## src/common/spmm_pkg.sv

```systemverilog
/* Sparse-dense product shared definitions */

package spmm_pkg;

  // ========================================
  // Datapath widths
  // ========================================

  // H value and weight, signed
  localparam int DATA_WIDTH = 8;

  // One column result, signed, wraps modulo 2^16
  localparam int WH_DATA_WIDTH = 16;

  // Subgraph node count in the node-info word
  localparam int NUM_NODE_WIDTH = 8;

  // Source flag in the node-info word
  localparam int FLAG_WIDTH = 1;

  // ========================================
  // Fixed depths
  // ========================================

  // Prefetched node-info words
  localparam int NODE_FIFO_DEPTH = 4;

  // ========================================
  // Default dimensions
  // ========================================

  // Columns of H, rows of W
  localparam int DEF_NUM_FEATURE_IN = 16;

  // Columns of W, one PE each
  localparam int DEF_NUM_FEATURE_OUT = 4;

  // Rows of H and WH words per run
  localparam int DEF_TOTAL_NODES = 8;

  // Depth of the H data memory
  localparam int DEF_H_NUM_SPARSE = 32;

endpackage

```

## src/node_info_fifo.sv

```systemverilog
/* Node-info prefetch FIFO */

module node_info_fifo #(
  parameter int DATA_W = 14,
  parameter int DEPTH  = 4,
  localparam int PTR_W = (DEPTH > 1) ? $clog2(DEPTH) : 1,
  localparam int CNT_W = $clog2(DEPTH + 1)
) (
  input  logic              clk,
  input  logic              rst_n,
  input  logic              push_i,
  input  logic              pop_i,
  input  logic [DATA_W-1:0] din_i,
  output logic [DATA_W-1:0] dout_o,
  output logic              empty_o,
  output logic              full_o
);

  logic [DATA_W-1:0] mem [DEPTH];
  logic [PTR_W-1:0]  wr_ptr;
  logic [PTR_W-1:0]  rd_ptr;
  logic [CNT_W-1:0]  count;

  // Head word falls through
  assign dout_o  = mem[rd_ptr];
  assign empty_o = (count == '0);
  assign full_o  = (count == CNT_W'(DEPTH));

  always_ff @(posedge clk) begin
    if (push_i) begin
      mem[wr_ptr] <= din_i;
    end
  end

  always_ff @(posedge clk or negedge rst_n) begin
    if (!rst_n) begin
      wr_ptr <= '0;
      rd_ptr <= '0;
      count  <= '0;
    end else begin
      if (push_i) begin
        wr_ptr <= (wr_ptr == PTR_W'(DEPTH - 1)) ? '0 : wr_ptr + 1'b1;
      end
      if (pop_i) begin
        rd_ptr <= (rd_ptr == PTR_W'(DEPTH - 1)) ? '0 : rd_ptr + 1'b1;
      end
      count <= count + CNT_W'(push_i) - CNT_W'(pop_i);
    end
  end

endmodule

```

## src/spmm/spmm_row_fetch.sv

```systemverilog
/* Sparse row fetch and element issue */

module spmm_row_fetch #(
  parameter int NUM_FEATURE_IN  = spmm_pkg::DEF_NUM_FEATURE_IN,
  parameter int NUM_FEATURE_OUT = spmm_pkg::DEF_NUM_FEATURE_OUT,
  parameter int TOTAL_NODES     = spmm_pkg::DEF_TOTAL_NODES,
  parameter int H_NUM_SPARSE    = spmm_pkg::DEF_H_NUM_SPARSE,
  localparam int COL_W          = $clog2(NUM_FEATURE_IN),
  localparam int ROW_LEN_W      = COL_W + 1,
  localparam int H_ADDR_W       = $clog2(H_NUM_SPARSE),
  localparam int NODE_ADDR_W    = $clog2(TOTAL_NODES),
  localparam int H_W            = COL_W + spmm_pkg::DATA_WIDTH,
  localparam int NI_W = ROW_LEN_W + spmm_pkg::NUM_NODE_WIDTH + spmm_pkg::FLAG_WIDTH
) (
  input  logic                                                  clk,
  input  logic                                                  rst_n,
  input  logic                                                  spmm_vld_i,
  input  logic [H_W-1:0]                                        h_data_i,
  input  logic [NI_W-1:0]                                       node_data_i,
  input  logic [NUM_FEATURE_OUT-1:0][spmm_pkg::DATA_WIDTH-1:0]  wgt_data_i,
  input  logic [NI_W-1:0]                                       ff_data_i,
  input  logic                                                  ff_empty_i,
  input  logic                                                  ff_full_i,
  input  logic                                                  done_i,
  output logic [H_ADDR_W-1:0]                                   h_addr_o,
  output logic [NODE_ADDR_W-1:0]                                node_addr_o,
  output logic [COL_W-1:0]                                      wgt_addr_o,
  output logic                                                  ff_push_o,
  output logic [NI_W-1:0]                                       ff_data_o,
  output logic                                                  ff_pop_o,
  output logic                                                  elem_vld_o,
  output logic [spmm_pkg::DATA_WIDTH-1:0]                       elem_val_o,
  output logic                                                  elem_last_o,
  output logic [spmm_pkg::NUM_NODE_WIDTH-1:0]                   elem_num_node_o,
  output logic [spmm_pkg::FLAG_WIDTH-1:0]                       elem_flag_o,
  output logic [NUM_FEATURE_OUT-1:0][spmm_pkg::DATA_WIDTH-1:0]  elem_wgt_o
);

  import spmm_pkg::*;

  localparam int NODE_CNT_W = $clog2(TOTAL_NODES + 1);

  logic [H_ADDR_W-1:0]       h_addr;
  logic [NODE_CNT_W-1:0]     node_cnt;
  logic [ROW_LEN_W-1:0]      row_cnt;
  logic                      node_rd;
  logic                      node_rd_q;
  logic [ROW_LEN_W-1:0]      head_len;
  logic [NUM_NODE_WIDTH-1:0] head_num_node;
  logic [FLAG_WIDTH-1:0]     head_flag;
  logic                      issue;
  logic                      row_end;
  logic [DATA_WIDTH-1:0]     rd_val;

  // Stage aligned with h_data_i
  logic                      s1_vld;
  logic                      s1_last;
  logic [NUM_NODE_WIDTH-1:0] s1_num_node;
  logic [FLAG_WIDTH-1:0]     s1_flag;

  // ========================================
  // Node-info prefetch
  // ========================================

  // One read in flight at a time, so a push never meets a full FIFO
  assign node_rd     = spmm_vld_i && !ff_full_i && !node_rd_q && (node_cnt < TOTAL_NODES);
  assign node_addr_o = node_cnt[NODE_ADDR_W-1:0];
  assign ff_push_o   = node_rd_q;
  assign ff_data_o   = node_data_i;

  // ========================================
  // Element issue
  // ========================================

  assign {head_len, head_num_node, head_flag} = ff_data_i;

  assign issue    = spmm_vld_i && !done_i && !ff_empty_i;
  assign row_end  = (row_cnt == head_len - ROW_LEN_W'(1));
  assign ff_pop_o = issue && row_end;
  assign h_addr_o = h_addr;

  // Column index addresses the weight row
  assign {wgt_addr_o, rd_val} = h_data_i;
  assign elem_wgt_o           = wgt_data_i;

  always_ff @(posedge clk or negedge rst_n) begin
    if (!rst_n) begin
      h_addr      <= '0;
      node_cnt    <= '0;
      row_cnt     <= '0;
      node_rd_q   <= 1'b0;
      s1_vld      <= 1'b0;
      s1_last     <= 1'b0;
      elem_vld_o  <= 1'b0;
      elem_last_o <= 1'b0;
    end else begin
      node_rd_q   <= node_rd;
      s1_vld      <= issue;
      s1_last     <= issue && row_end;
      elem_vld_o  <= s1_vld;
      elem_last_o <= s1_last;
      if (!spmm_vld_i) begin
        h_addr   <= '0;
        node_cnt <= '0;
        row_cnt  <= '0;
      end else begin
        if (node_rd) begin
          node_cnt <= node_cnt + 1'b1;
        end
        if (issue) begin
          h_addr  <= h_addr + 1'b1;
          row_cnt <= row_end ? '0 : row_cnt + 1'b1;
        end
      end
    end
  end

  // Payload follows the valid bits
  always_ff @(posedge clk) begin
    s1_num_node     <= head_num_node;
    s1_flag         <= head_flag;
    elem_val_o      <= rd_val;
    elem_num_node_o <= s1_num_node;
    elem_flag_o     <= s1_flag;
  end

endmodule

```

## src/spmm/sp_pe.sv

```systemverilog
/* Sparse dot-product PE */

module sp_pe #(
  parameter int COL             = 0,
  parameter int NUM_FEATURE_OUT = spmm_pkg::DEF_NUM_FEATURE_OUT
) (
  input  logic                                                  clk,
  input  logic                                                  rst_n,
  input  logic                                                  elem_vld_i,
  input  logic [spmm_pkg::DATA_WIDTH-1:0]                       elem_val_i,
  input  logic                                                  elem_last_i,
  input  logic [spmm_pkg::NUM_NODE_WIDTH-1:0]                   elem_num_node_i,
  input  logic [spmm_pkg::FLAG_WIDTH-1:0]                       elem_flag_i,
  input  logic [NUM_FEATURE_OUT-1:0][spmm_pkg::DATA_WIDTH-1:0]  elem_wgt_i,
  output logic                                                  res_vld_o,
  output logic [spmm_pkg::WH_DATA_WIDTH-1:0]                    res_o,
  output logic [spmm_pkg::NUM_NODE_WIDTH-1:0]                   res_num_node_o,
  output logic [spmm_pkg::FLAG_WIDTH-1:0]                       res_flag_o
);

  import spmm_pkg::*;

  logic signed [DATA_WIDTH-1:0]    val;
  logic signed [DATA_WIDTH-1:0]    wgt;
  logic signed [2*DATA_WIDTH-1:0]  prod;
  logic signed [WH_DATA_WIDTH-1:0] prod_ext;
  logic signed [WH_DATA_WIDTH-1:0] acc;
  logic signed [WH_DATA_WIDTH-1:0] sum;

  // Own column of the broadcast weight row
  assign val      = elem_val_i;
  assign wgt      = elem_wgt_i[COL];
  assign prod     = val * wgt;
  assign prod_ext = prod;
  assign sum      = acc + prod_ext;

  // ========================================
  // Accumulate
  // ========================================

  always_ff @(posedge clk or negedge rst_n) begin
    if (!rst_n) begin
      acc       <= '0;
      res_vld_o <= 1'b0;
    end else begin
      res_vld_o <= elem_vld_i && elem_last_i;
      if (elem_vld_i) begin
        // Restart for the next row
        acc <= elem_last_i ? '0 : sum;
      end
    end
  end

  // Row result with its node fields
  always_ff @(posedge clk) begin
    if (elem_vld_i && elem_last_i) begin
      res_o          <= sum;
      res_num_node_o <= elem_num_node_i;
      res_flag_o     <= elem_flag_i;
    end
  end

endmodule

```

## src/spmm/spmm_wh_writer.sv

```systemverilog
/* WH result writer */

module spmm_wh_writer #(
  parameter int NUM_FEATURE_OUT = spmm_pkg::DEF_NUM_FEATURE_OUT,
  parameter int TOTAL_NODES     = spmm_pkg::DEF_TOTAL_NODES,
  localparam int WH_ADDR_W      = $clog2(TOTAL_NODES),
  localparam int WH_W = NUM_FEATURE_OUT * spmm_pkg::WH_DATA_WIDTH
                      + spmm_pkg::NUM_NODE_WIDTH + spmm_pkg::FLAG_WIDTH
) (
  input  logic                                                     clk,
  input  logic                                                     rst_n,
  input  logic                                                     spmm_vld_i,
  input  logic                                                     res_vld_i,
  input  logic [NUM_FEATURE_OUT-1:0][spmm_pkg::WH_DATA_WIDTH-1:0]  res_i,
  input  logic [spmm_pkg::NUM_NODE_WIDTH-1:0]                      res_num_node_i,
  input  logic [spmm_pkg::FLAG_WIDTH-1:0]                          res_flag_i,
  output logic                                                     wh_we_o,
  output logic [WH_ADDR_W-1:0]                                     wh_addr_o,
  output logic [WH_W-1:0]                                          wh_data_o,
  output logic                                                     done_o
);

  import spmm_pkg::*;

  logic [NUM_FEATURE_OUT*WH_DATA_WIDTH-1:0] res_cat;
  logic                                     last_row;

  // Column 0 in the top field
  always_comb begin
    for (int c = 0; c < NUM_FEATURE_OUT; c++) begin
      res_cat[(NUM_FEATURE_OUT-1-c)*WH_DATA_WIDTH +: WH_DATA_WIDTH] = res_i[c];
    end
  end

  assign wh_data_o = {res_cat, res_num_node_i, res_flag_i};
  assign wh_we_o   = res_vld_i;
  assign last_row  = (wh_addr_o == WH_ADDR_W'(TOTAL_NODES - 1));

  always_ff @(posedge clk or negedge rst_n) begin
    if (!rst_n) begin
      wh_addr_o <= '0;
      done_o    <= 1'b0;
    end else if (!spmm_vld_i) begin
      wh_addr_o <= '0;
      done_o    <= 1'b0;
    end else if (res_vld_i) begin
      // Address stays on the last row once the run is complete
      if (last_row) begin
        done_o <= 1'b1;
      end else begin
        wh_addr_o <= wh_addr_o + 1'b1;
      end
    end
  end

endmodule

```

## src/spmm/spmm_top.sv

```systemverilog
/* Sparse-dense product engine */

module spmm_top #(
  parameter int NUM_FEATURE_IN  = spmm_pkg::DEF_NUM_FEATURE_IN,
  parameter int NUM_FEATURE_OUT = spmm_pkg::DEF_NUM_FEATURE_OUT,
  parameter int TOTAL_NODES     = spmm_pkg::DEF_TOTAL_NODES,
  parameter int H_NUM_SPARSE    = spmm_pkg::DEF_H_NUM_SPARSE,
  localparam int COL_W          = $clog2(NUM_FEATURE_IN),
  localparam int ROW_LEN_W      = COL_W + 1,
  localparam int H_ADDR_W       = $clog2(H_NUM_SPARSE),
  localparam int NODE_ADDR_W    = $clog2(TOTAL_NODES),
  localparam int WH_ADDR_W      = $clog2(TOTAL_NODES),
  localparam int H_W            = COL_W + spmm_pkg::DATA_WIDTH,
  localparam int NI_W = ROW_LEN_W + spmm_pkg::NUM_NODE_WIDTH + spmm_pkg::FLAG_WIDTH,
  localparam int WH_W = NUM_FEATURE_OUT * spmm_pkg::WH_DATA_WIDTH
                      + spmm_pkg::NUM_NODE_WIDTH + spmm_pkg::FLAG_WIDTH
) (
  input  logic                                                  clk,
  input  logic                                                  rst_n,
  input  logic                                                  spmm_vld_i,
  input  logic [H_W-1:0]                                        h_data_i,
  input  logic [NI_W-1:0]                                       node_data_i,
  input  logic [NUM_FEATURE_OUT-1:0][spmm_pkg::DATA_WIDTH-1:0]  wgt_data_i,
  output logic                                                  done_o,
  output logic [H_ADDR_W-1:0]                                   h_addr_o,
  output logic [NODE_ADDR_W-1:0]                                node_addr_o,
  output logic [COL_W-1:0]                                      wgt_addr_o,
  output logic                                                  wh_we_o,
  output logic [WH_ADDR_W-1:0]                                  wh_addr_o,
  output logic [WH_W-1:0]                                       wh_data_o
);

  import spmm_pkg::*;

  // FIFO handshake
  logic            ff_push;
  logic            ff_pop;
  logic            ff_empty;
  logic            ff_full;
  logic [NI_W-1:0] ff_din;
  logic [NI_W-1:0] ff_dout;

  // Element broadcast
  logic                                       elem_vld;
  logic [DATA_WIDTH-1:0]                      elem_val;
  logic                                       elem_last;
  logic [NUM_NODE_WIDTH-1:0]                  elem_num_node;
  logic [FLAG_WIDTH-1:0]                      elem_flag;
  logic [NUM_FEATURE_OUT-1:0][DATA_WIDTH-1:0] elem_wgt;

  // PE results
  logic [NUM_FEATURE_OUT-1:0]                    pe_vld;
  logic [NUM_FEATURE_OUT-1:0][WH_DATA_WIDTH-1:0] pe_res;
  logic [NUM_FEATURE_OUT-1:0][NUM_NODE_WIDTH-1:0] pe_num_node;
  logic [NUM_FEATURE_OUT-1:0][FLAG_WIDTH-1:0]    pe_flag;

  spmm_row_fetch #(
    .NUM_FEATURE_IN  (NUM_FEATURE_IN),
    .NUM_FEATURE_OUT (NUM_FEATURE_OUT),
    .TOTAL_NODES     (TOTAL_NODES),
    .H_NUM_SPARSE    (H_NUM_SPARSE)
  ) u_row_fetch (
    .clk             (clk),
    .rst_n           (rst_n),
    .spmm_vld_i      (spmm_vld_i),
    .h_data_i        (h_data_i),
    .node_data_i     (node_data_i),
    .wgt_data_i      (wgt_data_i),
    .ff_data_i       (ff_dout),
    .ff_empty_i      (ff_empty),
    .ff_full_i       (ff_full),
    .done_i          (done_o),
    .h_addr_o        (h_addr_o),
    .node_addr_o     (node_addr_o),
    .wgt_addr_o      (wgt_addr_o),
    .ff_push_o       (ff_push),
    .ff_data_o       (ff_din),
    .ff_pop_o        (ff_pop),
    .elem_vld_o      (elem_vld),
    .elem_val_o      (elem_val),
    .elem_last_o     (elem_last),
    .elem_num_node_o (elem_num_node),
    .elem_flag_o     (elem_flag),
    .elem_wgt_o      (elem_wgt)
  );

  node_info_fifo #(
    .DATA_W (NI_W),
    .DEPTH  (NODE_FIFO_DEPTH)
  ) u_node_fifo (
    .clk     (clk),
    .rst_n   (rst_n),
    .push_i  (ff_push),
    .pop_i   (ff_pop),
    .din_i   (ff_din),
    .dout_o  (ff_dout),
    .empty_o (ff_empty),
    .full_o  (ff_full)
  );

  // ========================================
  // PE bank, one per output column
  // ========================================

  for (genvar i = 0; i < NUM_FEATURE_OUT; i++) begin : g_pe
    sp_pe #(
      .COL             (i),
      .NUM_FEATURE_OUT (NUM_FEATURE_OUT)
    ) u_pe (
      .clk             (clk),
      .rst_n           (rst_n),
      .elem_vld_i      (elem_vld),
      .elem_val_i      (elem_val),
      .elem_last_i     (elem_last),
      .elem_num_node_i (elem_num_node),
      .elem_flag_i     (elem_flag),
      .elem_wgt_i      (elem_wgt),
      .res_vld_o       (pe_vld[i]),
      .res_o           (pe_res[i]),
      .res_num_node_o  (pe_num_node[i]),
      .res_flag_o      (pe_flag[i])
    );
  end

  // PEs run in lockstep, PE 0 speaks for the bank
  spmm_wh_writer #(
    .NUM_FEATURE_OUT (NUM_FEATURE_OUT),
    .TOTAL_NODES     (TOTAL_NODES)
  ) u_wh_writer (
    .clk            (clk),
    .rst_n          (rst_n),
    .spmm_vld_i     (spmm_vld_i),
    .res_vld_i      (pe_vld[0]),
    .res_i          (pe_res),
    .res_num_node_i (pe_num_node[0]),
    .res_flag_i     (pe_flag[0]),
    .wh_we_o        (wh_we_o),
    .wh_addr_o      (wh_addr_o),
    .wh_data_o      (wh_data_o),
    .done_o         (done_o)
  );

endmodule

```

## config.mk

```make
export PLATFORM = sky130hd
export DESIGN_NAME = spmm_top
export DESIGN_NICKNAME = d
export VERILOG_FILES = /design/src/common/spmm_pkg.sv /design/src/node_info_fifo.sv /design/src/spmm/spmm_row_fetch.sv /design/src/spmm/sp_pe.sv /design/src/spmm/spmm_wh_writer.sv /design/src/spmm/spmm_top.sv
export SDC_FILE = /design/constraint.sdc
export NUM_CORES = 1
export LEC_CHECK = 0
export BUFFER_PORTS_ARGS = -buffer_cell sky130_fd_sc_hd__clkbuf_2
export CORE_ASPECT_RATIO = 1.75
export CORE_UTILIZATION = 55
export DETAILED_ROUTE_END_ITERATION = 7
export PLACE_DENSITY = 0.74
export SETUP_SLACK_MARGIN = 0.02
export SYNTH_ARGS = -nofsm -noshare
export SYNTH_HDL_FRONTEND = slang
export SYNTH_HIERARCHICAL = 1
export SYNTH_SLANG_ARGS = --single-unit
```

## constraint.sdc

```tcl
create_clock -name clk -period 12.6 [get_ports clk]
set_input_delay 0.63 -clock clk [delete_from_list [all_inputs] [get_ports clk]]
set_output_delay 0.63 -clock clk [all_outputs]
set_load 0.02 [all_outputs]
```

==> impl_metrics.json <==
{
  "status": "finished, final reports clean",
  "busiest_layer": "met2",
  "holdBufCountCts": 0,
  "die_h_um": 262.6,
  "ant_nets": 0,
  "critPathKind": "reg -> reg",
  "final.setup_skew_ns": 0.02966,
  "insertion_delay_ns": 0.57,
  "syn-instance-count": 1845,
  "grt_use_met1": 0.2509,
  "period_minus_slack_ns": 5.541,
  "worstPathMaxFanout": 17,
  "avgRoutedWirePerCell_um": 18.56,
  "core_region_area_um2": 38270,
  "rsz0062_at_grt": "no",
  "multi_input_area_um2": 12280,
  "seqCellArea_um2": 6771,
  "postCtsSetupBuffers": 0,
  "first_pass_iters": 7,
  "die_w_um": 150.9,
  "drt_iter0_markers": 476,
  "hold_viol": 0,
  "cp-start-kind": "flip-flop",
  "hpwl_mm": 35.04,
  "hold_path.class": "in -> async",
  "grt_first_pass_wirelength_mm": 73.46,
  "use_met2": 0.4580,
  "required_ns": 12.92,
  "cts_buffers": 24,
  "io_pins": 151,
  "slew_viol_final": 0,
  "area_growth_syn_to_layout_pct": 5.217,
  "final_core_util": 0.5868,
  "gr-usage-all-layers": 0.2399,
  "vias": 12950,
  "first_global_vias": 14830,
  "arrival_ns": 5.86,
  "finalCritPeriodShare": 0.4398,
  "num-fill-cells": 3160,
  "grt-ovfl-total": 0,
  "root_buffer": "clkbuf_16",
  "use_met3": 0.03524,
  "drive_gt1_frac": 0.1249,
  "fmax_ghz": 0.1805,
  "grt_start_max_net_pins": 53,
  "num_rows": 95,
  "htreeDepth": 1,
  "final.setup.tns_ns": 0,
  "worst-r2r-cell-count": 17,
  "syn-num-nets": 2352,
  "start_util": 0.5577,
  "yosysWarnings": 6,
  "clock_sinks": 250,
  "synth_area_per_cell_um2": 11.57,
  "io_buffers": 142,
  "setup_viol": 0,
  "maxCapViolCount": 0,
  "antenna_found_initial": 3,
  "cts_tree": "yes",
  "drt_wl_total_mm": 44.28,
  "crit_start": "u_row_fetch/elem_val_o[5]$_DFF_P_",
  "gp_congestion": 0.9171,
  "vias_per_cell": 5.428,
  "drc": 0,
  "final_nets": 2388,
  "cts-resized-gates": 0,
  "reg2reg_from": "u_row_fetch/elem_val_o[5]$_DFF_P_",
  "syn-cell-area_um2": 21350,
  "slew_headroom": 0.3814,
  "worst_slew_pin_slew_ns": 0.9279,
  "dieArea_um2": 39640,
  "clk_pin_slew_worst_paths_ns": 0.08,
  "clockBufferDepth": 3,
  "end_kind": "flip-flop"
}
[registers in the layout (all words and copies together), names as in the netlist, 2 cells and up]
register,flops
g_pe.u_pe/acc,64
g_pe.u_pe/res_o,64
u_node_fifo/mem,56
g_pe.u_pe/res_num_node_o,8
u_row_fetch/elem_num_node_o,8
u_row_fetch/elem_val_o,8
u_row_fetch/s1_num_node,8
u_row_fetch/h_addr_o,5
u_row_fetch/row_cnt,5
u_row_fetch/node_cnt,4
u_node_fifo/count,3
u_wh_writer/wh_addr_o,3
u_node_fifo/rd_ptr,2
u_node_fifo/wr_ptr,2
[layer usage]
metal  routed length, µm  vias up
met5                   0        -
met3                1896      118
li1                    -     5874
met2               25420      292
met1               14950     6667
met4                2022        0
[cell type report]
cell class                      instances  area share
Clock inverter                         11    0.004512
Sequential cell                       250      0.3015
Antenna cell                            3   0.0003342
Multi-Input combinational cell       1126      0.5467
Inverter                              325     0.05431
Timing Repair Buffer                  154     0.03576
Clock buffer                           32     0.02991
Tap cell                              485     0.02702
[stage by stage]
step           cell area [µm²]  setup slack (ns)  hold WS, ns  instances
2_1_floorplan            21350             7.192       0.3096       1845
3_3_place_gp             21680             7.043       0.3109       2340
3_5_place_dp             21680             6.947       0.3138       2340
4_1_cts                  22450             7.075       0.1256       2383
5_1_grt                  22460             6.814       0.1700       2386
6_report                 22460             7.059       0.1229       2386
[layout by cell type (no fill, tap or decap), drive strengths merged, types with 32 or more instances in the layout]
cell and instances:
xnor2 70, fa 285, inv 323, edfxtp 129
dfrtp 95, ha 161, nor2 45, o21ai 51
a22o 32, clkbuf 173, and2 141, nand2 122
[worst paths after layout]
| kind | end | slack (ns) |
|---|---|---|
| max in group asynchronous | g_pe[1].u_pe/acc[13]$_DFFE_PN0P_ | 11.22 |
| worst min register to register | u_row_fetch/elem_flag_o$_DFF_P_ | 0.33 |
| min in group clk | u_row_fetch/elem_val_o[0]$_DFF_P_ | 0.18 |
| worst max register to register | g_pe[0].u_pe/res_o[14]$_DFFE_PP_ | 7.06 |
| worst max-delay path | g_pe[0].u_pe/res_o[14]$_DFFE_PP_ | 7.06 |
| worst min-delay path | g_pe[0].u_pe/acc[0]$_DFFE_PN0P_ | 0.12 |
[worst max-delay path, cell delays in order (launching register included)]
cell     delay (ns)
dfxtp_1        0.77
buf_4          0.35
nand2_1        0.10
fa_1           0.51
inv_1          0.05
fa_1           0.51
inv_1          0.05
fa_1           0.48
inv_1          0.05
fa_1           0.47
ha_1           0.30
ha_1           0.35
nor2b_1        0.15
o21a_1         0.20
o21ai_2        0.19
a21oi_2        0.09
or4_4          0.48
and2_2         0.20
Power is left out: the tool's default activity adds up to more than one toggle a clock period on the data nets, which glitch-free logic cannot reach.
